--- config.mk ---
export PLATFORM = sky130hd
export DESIGN_NAME = miss_ctrl
export DESIGN_NICKNAME = d
export VERILOG_FILES = /design/src/design/mem_pkg.sv /design/src/design/miss_ctrl.sv
export SDC_FILE = /design/constraint.sdc
export NUM_CORES = 1
export LEC_CHECK = 0
export BUFFER_PORTS_ARGS = -buffer_cell sky130_fd_sc_hd__buf_2
export CAP_MARGIN = 15
export CELL_PAD_IN_SITES_DETAIL_PLACEMENT = 0
export CELL_PAD_IN_SITES_GLOBAL_PLACEMENT = 1
export CORE_MARGIN = 10
export CORE_UTILIZATION = 20
export DETAILED_ROUTE_END_ITERATION = 6
export GPL_ROUTABILITY_DRIVEN = 0
export GPL_TIMING_DRIVEN = 0
export PLACE_DENSITY = 0.89
export SYNTH_ARGS = -nofsm -noshare
export SYNTH_HDL_FRONTEND = slang
export SYNTH_SLANG_ARGS = --single-unit
--- constraint.sdc ---
create_clock -name clk -period 2.4 [get_ports clk]
set_clock_uncertainty 0.05 [all_clocks]
set_input_delay 0 -clock clk [delete_from_list [all_inputs] [get_ports clk]]
set_output_delay 0 -clock clk [all_outputs]
set_load 0.05 [all_outputs]
--- src/design/mem_pkg.sv ---
`default_nettype none

package mem_pkg;

    typedef logic [31:0] word_t;
    typedef logic [31:0] pc_t;
    typedef logic [5:0]  preg_t;
    typedef logic [5:0]  rob_t;
    typedef logic [3:0]  optype_t;
    typedef logic [7:0]  maddr_t;  // Word address, byte address bits 9:2
    typedef logic [3:0]  cidx_t;
    typedef logic [3:0]  ctag_t;

    localparam optype_t OP_LW = 4'd8;
    localparam optype_t OP_SW = 4'd10;

    localparam int SB_DEPTH      = 4;
    localparam int SB_PTR_W      = $clog2(SB_DEPTH);
    localparam int REFILL_CYCLES = 4;
    localparam int TIMER_W       = $clog2(REFILL_CYCLES + 1);
    localparam int ADDR_LSB      = 2;
    localparam int MADDR_W       = 8;
    localparam int MEM_WORDS     = 256;
    localparam int CIDX_W        = 4;
    localparam int CTAG_W        = 4;
    localparam int CACHE_LINES   = 16;

    typedef struct packed {
        logic  valid;
        pc_t   pc;
        preg_t dest;
        rob_t  rob;
        word_t result;
    } alu_issue_t;

    // result carries the address for LW and SW
    typedef struct packed {
        logic    valid;
        pc_t     pc;
        optype_t optype;
        preg_t   dest;
        rob_t    rob;
        word_t   result;
        word_t   store_data;
    } mem_issue_t;

    typedef struct packed {
        logic  valid;
        pc_t   pc;
        preg_t dest;
        rob_t  rob;
        word_t data;
    } complete_t;

    typedef struct packed {
        maddr_t addr;
        word_t  data;
    } sb_entry_t;

    typedef struct packed {
        logic  hit;
        word_t data;
    } lookup_t;

    typedef enum logic [1:0] {
        IDLE,
        REFILL,
        FILL
    } miss_state_t;

endpackage

`default_nettype wire

--- src/design/miss_ctrl.sv ---
`timescale 1ns/1ns
`default_nettype none

module miss_ctrl (
    input  logic                clk,
    input  logic                rstn,
    input  logic                miss_req,
    input  mem_pkg::mem_issue_t miss_info,
    input  logic                sb_empty,
    input  logic                sb_full,
    input  mem_pkg::sb_entry_t  sb_head,
    output logic                sb_pop,
    output mem_pkg::maddr_t     mem_addr,
    output logic                mem_we,
    output mem_pkg::word_t      mem_wdata,
    input  mem_pkg::word_t      mem_rdata,
    output logic                timer_start,
    input  logic                timer_done,
    output logic                fill_en,
    output mem_pkg::maddr_t     fill_addr,
    output mem_pkg::complete_t  fill_complete,
    output logic                upd_en,
    output logic                stall
);

    mem_pkg::miss_state_t state;
    mem_pkg::miss_state_t state_next;
    mem_pkg::mem_issue_t  req_q;
    mem_pkg::maddr_t      req_addr;
    logic                 idle;
    logic                 drain;

    assign idle     = (state == mem_pkg::IDLE);
    assign req_addr = req_q.result[mem_pkg::ADDR_LSB +: mem_pkg::MADDR_W];
    assign drain    = idle && !miss_req && !sb_empty;  // A new miss wins the port

    always_comb begin
        state_next = state;
        case (state)
            mem_pkg::IDLE:   if (miss_req) state_next = mem_pkg::REFILL;
            mem_pkg::REFILL: if (timer_done) state_next = mem_pkg::FILL;
            mem_pkg::FILL:   state_next = mem_pkg::IDLE;
            default:         state_next = mem_pkg::IDLE;
        endcase
    end

    always_ff @(posedge clk or negedge rstn) begin
        if (!rstn) state <= mem_pkg::IDLE;
        else state <= state_next;
    end

    always_ff @(posedge clk) begin
        if (idle && miss_req) req_q <= miss_info;
    end

    // Port carries the store head while idle, the miss address otherwise
    assign mem_addr    = idle ? sb_head.addr : req_addr;
    assign mem_we      = drain;
    assign mem_wdata   = sb_head.data;
    assign sb_pop      = drain;
    assign upd_en      = drain;
    assign timer_start = idle && miss_req;
    assign fill_en     = (state == mem_pkg::FILL);
    assign fill_addr   = req_addr;
    assign stall       = !idle || sb_full;

    always_comb begin
        fill_complete.valid = fill_en;
        fill_complete.pc    = req_q.pc;
        fill_complete.dest  = req_q.dest;
        fill_complete.rob   = req_q.rob;
        fill_complete.data  = mem_rdata;  // Read issued during REFILL
    end

    a_done_in_refill: assert property (@(posedge clk) disable iff (!rstn)
        timer_done |-> state == mem_pkg::REFILL);

endmodule

`default_nettype wire

==> Flow_metrics.wiki, run 1 <==
{| class="wikitable"
! Metric !! Value
|-
| Status || complete, no violations
|-
| Arr. time, crit path || 2.08 ns
|-
| Horiz. Die Dim || 126.4 microns
|-
| Number of vias in the routed layout || 1986
|-
| Fraction of met1 tracks used by global routing || 9.070%
|-
| Total number of H-tree levels || 2
|-
| Post-synthesis sequential element count || 54
|-
| Number of antenna cells inserted || 0
|-
| Type of the worst setup path || flop to output pin
|-
| Startpoint of the worst register-to-register path || state[1]
|-
| Input/output buffers || 196
|-
| Post-CTS setup buffer count || 0
|-
| Count of distinct cell types in the synthesized netlist || 12
|-
| Transition time at the pin with the least slew margin || 0.6723 ns
|-
| Number of cells on the worst hold path || 2
|-
| Initial standard-cell utilization of the core || 20.62%
|-
| Leakage power total || 1.984 nW
|-
| Post-DP HPWL || 6.966 mm
|-
| Worst reg2reg path endpoint || fill_complete[73]
|-
| Maximum number of pins on one net before global-route repair || 54
|-
| Final worst path period need || 2.127 ns
|-
| CTS tree || built
|-
| Clock sink count || 54
|-
| Final number of hold-violating endpoints || 0
|-
| Layer carrying the most global-route usage || met2
|-
| Number of cells produced by synthesis || 138
|-
| Clock transition at the register clock pins on the worst setup and hold paths after CTS || 0.07 ns
|-
| Yosys synthesis warning count || 0
|-
| TritonRoute pass-1 iters || 4
|-
| Area grow syn2layout || 83.81%
|-
| Number of setup violations in the final report || 0
|-
| Share of final-layout standard cells stronger than drive strength 1 || 71.36%
|-
| M3 GR Usage || 7.997%
|-
| Vias in the first global route || 2201
|-
| Sequential fraction of the synthesis area || 71.16%
|-
| Global routing usage on met2 || 17.50%
|-
| Total standard cell area after synthesis || 2265 sq um
|-
| Clock insertion delay at the later pin of the skew report || 0.29 ns
|-
| Highest achievable clock rate || 0.4701 GHz
|-
| Cell chosen for the clock root || clkbuf_16
|-
| Inserted Clock Buffers || 5
|-
| Antenna violations before repair || 0
|-
| Capture point of the worst path || timer_start
|-
| Max_slew headroom || 55.18%
|-
| DRT Wirelength || 8.899 mm
|-
| Total I/O pin count || 322
|-
| Area of the die || 15980 sq um
|-
| Nature of the critical path endpoint || output pin
|-
| Iteration-0 DRC count of the detailed router || 63
|-
| Path depth of the worst reg2reg path || 2
|-
| R2R setup slack || 0.58 ns
|-
| Via/cell ratio || 3.691
|-
| Max Root-Sink Buffers || 2
|-
| Core Box Area || 10980 sq um
|-
| Tightest Hold Check Type || input port to output pin
|-
| Final Net Count || 588
|-
| Total negative setup slack || 0 ns
|-
| Number of remaining DRC errors || 0
|-
| Routed wirelength normalized by instance count || 16.54 microns
|-
| Largest fanout on the critical path || 53
|-
| Final Cycle Share || 88.63%
|-
| Kind of launch point of the worst setup path || flop
|-
| Site Rows || 38
|-
| Total routing usage reported by global routing || 10.30%
|-
| Max-slew violation total from the final report || 0
|-
| Beginning of the critical path || state[1]
|-
| First-pass GRT wire length || 13.12 mm
|-
| # Max-Cap Violations || 0
|-
| Average footprint of a synthesized cell || 16.41 sq um
|-
| Share of the core filled with cells in the final layout || 37.90%
|-
| Number of antenna-violating nets in the routed design || 0
|-
| Pwr/cell area || 898.6 nW/um^2
|-
| Overflow after GRT || 0
|-
| Data required time of the worst path || 2.35 ns
|-
| Largest vdd supply drop || 0.7047 mV
|-
| Layout filler cell count || 1042
|-
| Die Span Y || 126.4 microns
|-
| Syn Nets || 329
|-
| RSZ-0062 raised after global routing || false
|}
-- worst min path at each step --
stage | slack, ns | endpoint | start
finish | 0.25 | fill_complete[3] | mem_rdata[3]
global route | 0.26 | mem_wdata[21] | sb_head[21]
CTS | 0.25 | fill_complete[2] | mem_rdata[2]
detailed placement | -0.26 | state[1] | rstn
global placement | -0.26 | state[1] | rstn
floorplan | -0.35 | state[0] | rstn
-- logic make-up after synthesis --
kind of cell,after synthesis,share of synthesized area [%]
AO/OA/AOI/OAI,1,0.3316
buffers and inverters,67,22.21
flip-flops,54,71.16
multiplexers,8,3.978
AND/OR/NAND/NOR,8,2.321
-- cell usage after synthesis --
master / count / area share [%]
nand2_1: 1 / 0.17
and2b_2: 1 / 0.39
or3_2: 1 / 0.33
and2_2: 1 / 0.33
a211oi_1: 1 / 0.33
edfxtp_1: 52 / 69
buf_4: 67 / 22
nor2_4: 1 / 0.50
nor2_1: 2 / 0.33
dfrtp_1: 2 / 2.2
nor4_1: 1 / 0.28
mux2_2: 8 / 4.0
-- repair_timing --
item | in CTS | in global routing
endpoints found under the hold margin | 56 | 0
hold buffers | 56 | 0
gates resized for setup | 1 | 0
endpoints found under the setup margin | 1 | 0
-- critical path, cell delays in order (launching register included) --
cell	delay, ns
dfrtp_1	0.46
nor2_4	0.28
and2_4	0.63
buf_2	0.39
-- report_power, final --
part / total (mW) / switching, mW / internal [mW]
Clock: 0.828 / 0.329 / 0.499
Combinational: 1.61 / 1.19 / 0.421
Sequential: 1.30 / 0.0695 / 1.23
-- stage by stage --
step	power (mW)	hold slack [ns]	setup WS, ns	cells	cell area [sq um]
2_1_floorplan	2.504	-0.3456	0.3707	138	2271
3_3_place_gp	2.841	-0.2640	0.2462	474	3427
3_5_place_dp	2.860	-0.2595	0.1763	474	3427
4_1_cts	3.771	0.2545	0.2540	538	4163
5_1_grt	3.888	0.2566	0.1423	538	4163
6_report	3.741	0.2531	0.2729	538	4163
-- cell usage in the layout, fill, tap and decap left out --
master,count
nor4_2,1
dlygate4sd3_1,56
nor2_4,1
clkinvlp_4,1
nand2_1,1
and2_4,1
nor2_1,2
mux2_2,8
and2b_2,1
a211oi_1,1
buf_4,67
bufinv_16,1
clkbuf_16,5
edfxtp_1,52
dfrtp_1,2
buf_2,196
or3_2,1
inv_8,1
-- layout make-up --
class	instances	area, sq um	area share [%]
sequential	54	1612	38.71
timing repair buffer	252	1541	37.03
buffer	67	503.0	12.08
tap	140	175.2	4.208
multi-input combinational	17	157.7	3.787
clock buffer	5	125.1	3.006
clock inverter	3	48.80	1.172
-- registers in the layout, summed over array words and instances (netlist names) --
register	count
fill_addr	8
fill_complete	44
state	2
-- per-layer routing --
| metal | part of all wire, % | wire [microns] |
|---|---|---|
| met5 | 0 | 0 |
| met4 | 1.2 | 105 |
| met1 | 29 | 2624 |
| met3 | 19 | 1648 |
| met2 | 51 | 4520 |
No activity file was read; power rests on OpenSTA's default activity.
==> inputs of run 2 (changes only) <==
==> constraint.sdc (replaced) <==
create_clock -name clk -period 2.4 [get_ports clk]
set_clock_uncertainty 0.05 [all_clocks]
set_input_delay 0.12 -clock clk [delete_from_list [all_inputs] [get_ports clk]]
set_output_delay 0.12 -clock clk [all_outputs]
set_load 0.05 [all_outputs]
==> Flow_metrics.wiki, run 2 (synthesis results as in run 1) <==
{| class="wikitable"
! Metric !! Value
|-
| CTS tree || built
|-
| Worst Slack Setup Final || 0.1576 ns (-0.1153 ns)
|-
| Maximum number of pins on one net before global-route repair || 54 (unchanged)
|-
| Post-place instance area || 3427 sq um (unchanged)
|-
| Post-DP HPWL || 6.966 mm (unchanged)
|-
| Final Net Count || 586 (-0.34%)
|-
| Clock transition at the register clock pins on the worst setup and hold paths after CTS || 0.07 ns (about the same)
|-
| Input/output buffers || 196 (unchanged)
|-
| Site Rows || 38 (unchanged)
|-
| Clock insertion delay at the later pin of the skew report || 0.29 ns (about the same)
|-
| Number of antenna cells inserted || 0 (unchanged)
|-
| Antenna violations before repair || 0 (unchanged)
|-
| Largest fanout on the critical path || 53 (unchanged)
|-
| Most frequent cells in the layout || buf_2 (196), buf_4 (67), dlygate4sd3_1 (54)
|-
| Largest vdd supply drop || 0.6942 mV (-1.5%)
|-
| Via/cell ratio || 3.655 (-0.99%)
|-
| Layout filler cell count || 1043 (+0.096%)
|-
| First-pass GRT wire length || 13.08 mm (-0.31%)
|-
| Routed wirelength normalized by instance count || 16.56 microns (+0.14%)
|-
| Overall power consumption || 3.727 mW (-0.37%)
|-
| Total number of H-tree levels || 2 (unchanged)
|-
| Number of setup violations in the final report || 0 (unchanged)
|-
| Overflow after GRT || 0 (unchanged)
|-
| Total I/O pin count || 322 (unchanged)
|-
| Clock sink count || 54 (unchanged)
|-
| Register area || 1612 sq um (unchanged)
|-
| Total area of multi-input combinational cells || 157.7 sq um (unchanged)
|-
| Kind of launch point of the worst setup path || flop
|-
| Tightest Hold Check Type || input port to flop
|-
| Placed cell count || 474 (unchanged)
|-
| Initial standard-cell utilization of the core || 20.62% (unchanged)
|-
| Post-CTS setup buffer count || 0 (unchanged)
|-
| Max-slew violation total from the final report || 0 (unchanged)
|-
| Number of remaining DRC errors || 0 (unchanged)
|-
| Pre-CTS setup slack || 0.05635 ns (-0.1200 ns)
|-
| Leakage power total || 1.975 nW (-0.43%)
|-
| Finished Cell Area || 4143 sq um (-0.48%)
|-
| Share of final-layout standard cells stronger than drive strength 1 || 71.72% (+0.36 points)
|-
| Share of the core filled with cells in the final layout || 37.72% (-0.18 points)
|-
| Type of the worst setup path || flop to output pin
|-
| Total negative setup slack || 0 ns (unchanged)
|-
| TritonRoute pass-1 iters || 4 (unchanged)
|-
| Vias in the first global route || 2196 (-0.23%)
|-
| Cell chosen for the clock root || clkbuf_16
|-
| Arr. time, crit path || 2.07 ns (about the same)
|-
| Final number of hold-violating endpoints || 0 (unchanged)
|-
| DRT Wirelength || 8.878 mm (-0.24%)
|-
| Layout Cells excl Fill || 536 (-0.37%)
|-
| Max Root-Sink Buffers || 2 (unchanged)
|-
| Data required time of the worst path || 2.23 ns (-0.12 ns)
|-
| Max_slew headroom || 55.53% (+0.35 points)
|-
| Highest achievable clock rate || 0.4460 GHz (-5.1%)
|-
| Nature of the critical path endpoint || output pin
|-
| Transition time at the pin with the least slew margin || 0.6670 ns (-0.005281 ns)
|-
| Number of antenna-violating nets in the routed design || 0 (unchanged)
|-
| RSZ-0062 raised after global routing || false
|-
| Final worst path period need || 2.242 ns (+0.1153 ns)
|-
| Area grow syn2layout || 82.93%
|-
| Status || complete, no violations
|-
| Leading cell type in the layout, fill and taps excluded || buf_2
|-
| Final Hold Slack || 0.08382 ns (-0.1692 ns)
|-
| Horiz. Die Dim || 126.4 microns (unchanged)
|-
| Area of the die || 15980 sq um (unchanged)
|-
| Largest register FFs || 44 (unchanged)
|-
| Pwr/cell area || 899.6 nW/um^2 (+0.11%)
|-
| Number of vias in the routed layout || 1959 (-1.4%)
|-
| # Max-Cap Violations || 0 (unchanged)
|-
| Inserted Clock Buffers || 5 (unchanged)
|-
| Die Span Y || 126.4 microns (unchanged)
|-
| Iteration-0 DRC count of the detailed router || 60 (-4.8%)
|-
| Total routing usage reported by global routing || 10.26% (-0.035 points)
|-
| Final Cycle Share || 93.43% (+4.8 points)
|-
| Core Box Area || 10980 sq um (unchanged)
|}
[run 2: cell count changes in the layout (fill, tap and decap cells not counted)]
cell | previous run | this run
dlygate4sd3_1 | 56 | 54
[run 2: timing repair]
| item | 4_1_cts | 5_1_grt |
|---|---|---|
| hold buffers | 54 | 0 |
| setup endpoints to repair | 1 | 0 |
| gates resized for setup | 1 | 0 |
| hold endpoints to repair | 56 | 0 |
[run 2: worst max-delay path, cell delays in order, from the launching register on]
cell,delay [ns]
dfrtp_1,0.47
nor2_4,0.27
and2_4,0.63
buf_2,0.39
[run 2: final cells by class]
cell class                      count  area share [%]
Tap cell                          140           4.228
Clock buffer                        5           3.020
Multi-Input combinational cell     17           3.805
Buffer                             67           12.14
Sequential cell                    54           38.90
Timing Repair Buffer              250           36.73
Clock inverter                      3           1.178
[run 2: path summary, 6_finish.rpt]
path,startpoint,slack (ns),cells after the start,endpoint
worst max-delay path,state[0],0.16,3,timer_start
max in group asynchronous,rstn,2.10,2,state[0]
min in group asynchronous,rstn,0.10,2,state[1]
worst min register to register,state[1],0.53,1,state[0]
worst max register to register,state[0],0.58,2,fill_complete[73]
worst min-delay path,miss_req,0.08,3,state[0]
[run 2: power breakdown]
| group | leakage, nW | internal, mW | switching [mW] |
|---|---|---|---|
| Sequential | 0.511 | 1.23 | 0.0700 |
| Combinational | 1.38 | 0.411 | 1.19 |
| Clock | 0.0819 | 0.499 | 0.327 |
| Total | 1.98 | 2.14 | 1.58 |
[run 2: routing by layer]
layer / global-route usage [%] / vias up / share of wire [%]
li1: - / 928 / -
met1: 9.045 / 878 / 30
met2: 17.41 / 147 / 51
met3: 7.997 / 6 / 18
met4: 3.617 / 0 / 1.2
met5: 0 / - / 0
==> inputs of run 3 (changes only) <==
Settings changed: PLACE_DENSITY 0.89 to default, PLACE_DENSITY_LB_ADDON from default to 0.1.
Clock period 2.4 ns to 2.3 ns, I/O delays scaled along.
==> Flow_metrics.wiki, run 3 (synthesis results as in run 1) <==
{| class="wikitable"
! Metric !! Value
|-
| Status || complete, no violations
|-
| Post-DP HPWL || 7.289 mm (+4.6%)
|-
| Number of antenna cells inserted || 0 (unchanged)
|-
| Worst Slack Setup Final || 0.3152 ns (+0.1576 ns)
|-
| Max_slew headroom || 79.80% (+24 points)
|-
| Data required time of the worst path || 2.13 ns (-0.10 ns)
|-
| Clock sink count || 54 (unchanged)
|-
| Pre-CTS setup slack || 0.2046 ns (+0.1483 ns)
|-
| Die Span Y || 126.4 microns (unchanged)
|-
| Pwr/cell area || 938.0 nW/um^2 (+4.3%)
|-
| Clock transition at the register clock pins on the worst setup and hold paths after CTS || 0.07 ns (about the same)
|-
| Horiz. Die Dim || 126.4 microns (unchanged)
|-
| Cell chosen for the clock root || clkbuf_16
|-
| Leakage power total || 1.990 nW (+0.72%)
|-
| Routed wirelength normalized by instance count || 16.42 microns (-0.88%)
|-
| DRT Wirelength || 8.849 mm (-0.33%)
|-
| Clock insertion delay at the later pin of the skew report || 0.28 ns (about the same)
|-
| Largest vdd supply drop || 0.4088 mV (-41%)
|-
| Final Hold Slack || 0.08236 ns (-0.001465 ns)
|-
| Final number of hold-violating endpoints || 0 (unchanged)
|-
| Largest fanout on the critical path || 37 (-30%)
|-
| Largest register FFs || 44 (unchanged)
|-
| Initial standard-cell utilization of the core || 20.62% (unchanged)
|-
| Arr. time, crit path || 1.82 ns (-0.25 ns)
|-
| Critical Path, Cell by Cell || nor2_4 -> and2_4 -> buf_12 -> buf_2
|-
| Total I/O pin count || 322 (unchanged)
|-
| Tightest Hold Check Type || input port to flop
|-
| Iteration-0 DRC count of the detailed router || 18 (-70%)
|-
| Core Box Area || 10980 sq um (unchanged)
|-
| Post-place instance area || 3447 sq um (+0.58%)
|-
| # Max-Cap Violations || 0 (unchanged)
|-
| Number of vias in the routed layout || 1911 (-2.5%)
|-
| Total number of H-tree levels || 2 (unchanged)
|-
| Number of remaining DRC errors || 0 (unchanged)
|-
| TritonRoute pass-1 iters || 4 (unchanged)
|-
| Most frequent cells in the layout || buf_2 (196), buf_4 (69), dlygate4sd3_1 (54)
|-
| Highest achievable clock rate || 0.5038 GHz
|-
| Max Root-Sink Buffers || 2 (unchanged)
|-
| Type of the worst setup path || flop to output pin
|-
| Nature of the critical path endpoint || output pin
|-
| Maximum number of pins on one net before global-route repair || 38 (-30%)
|-
| Final Cycle Share || 86.30%
|-
| Share of final-layout standard cells stronger than drive strength 1 || 71.68% (about the same)
|-
| Leading cell type in the layout, fill and taps excluded || buf_2
|-
| First-pass GRT wire length || 12.99 mm (-0.69%)
|-
| Overflow after GRT || 0 (unchanged)
|-
| Vias in the first global route || 2188 (-0.36%)
|-
| RSZ-0062 raised after global routing || false
|-
| Layout filler cell count || 1081 (+3.6%)
|-
| Kind of launch point of the worst setup path || flop
|-
| Input/output buffers || 196 (unchanged)
|-
| Number of antenna-violating nets in the routed design || 0 (unchanged)
|-
| Total routing usage reported by global routing || 10.20% (-0.066 points)
|-
| Antenna violations before repair || 0 (unchanged)
|-
| Area grow syn2layout || 84.14%
|-
| Transition time at the pin with the least slew margin || 0.3004 ns (-0.3666 ns)
|-
| Max-slew violation total from the final report || 0 (unchanged)
|-
| Crit path max-delay cell type || dfrtp_1
|-
| CTS tree || built
|-
| Final Net Count || 589 (+0.51%)
|-
| Site Rows || 38 (unchanged)
|-
| Inserted Clock Buffers || 5 (unchanged)
|-
| Largest stage delay on the critical path || 0.46 ns (-0.17 ns)
|-
| Area of the die || 15980 sq um (unchanged)
|-
| Final worst path period need || 1.985 ns
|-
| Finished Cell Area || 4170 sq um (+0.66%)
|-
| Via/cell ratio || 3.545 (-3.0%)
|-
| Number of setup violations in the final report || 0 (unchanged)
|}
## run 3: timing repair
action / in CTS / in global routing
pin swaps: 0 / 1
hold buffers: 54 / 0
buffers inserted: 0 / 2
gates resized for setup: 1 / 0
hold endpoints to repair: 55 / 0
setup endpoints to repair: 1 / 1
## run 3: worst paths after layout
| check | from | end | slack (ns) | cells after the start |
|---|---|---|---|---|
| worst max-delay path | state[1] | timer_start | 0.32 | 4 |
| worst min-delay path | miss_req | state[0] | 0.08 | 3 |
| worst max register to register | state[1] | fill_complete[43] | 0.71 | 3 |
| worst min register to register | state[1] | state[0] | 0.53 | 1 |
| max in group asynchronous | rstn | state[0] | 1.99 | 2 |
| min in group asynchronous | rstn | state[1] | 0.11 | 2 |
## run 3: cell type report
| class | count | area, sq um | area share [%] |
|---|---|---|---|
| plain buffers | 67 | 503.0 | 12.06 |
| flip-flops and latches | 54 | 1612 | 38.64 |
| well taps | 140 | 175.2 | 4.200 |
| repair buffers | 253 | 1556 | 37.32 |
| clock buffers | 6 | 128.9 | 3.090 |
| clock inverters | 2 | 37.54 | 0.9001 |
| multi-input cells | 17 | 157.7 | 3.780 |
## run 3: power by group
| group | total [mW] | switching, mW | internal, mW | leakage (nW) |
|---|---|---|---|---|
| clock network | 0.854 | 0.339 | 0.515 | 0.0771 |
| registers | 1.34 | 0.0622 | 1.28 | 0.511 |
| logic | 1.71 | 1.26 | 0.458 | 1.40 |
## run 3: layer usage
layer | routed length (microns) | track usage (%)
met2 | 4285 | 17.28
met1 | 2955 | 9.784
met4 | 67 | 2.210
met3 | 1540 | 7.497
met5 | 0 | 0
## run 3: worst max-delay path: cells and delay by family, from the launching register on
family | cells | cell delay [ns]
AND/OR/NAND/NOR | 2 | 0.54
buffers and inverters | 2 | 0.52
flip-flops | 1 | 0.46
## run 3: stage by stage
step	total power [mW]	TNS, ns	instances	util, %
2_1_floorplan	2.612	0	138	-
3_3_place_gp	3.005	-1.308	474	31.20
3_5_place_dp	3.018	0	475	31.39
4_1_cts	3.973	0	537	37.83
5_1_grt	4.108	0	539	37.97
6_report	3.912	0	539	37.97
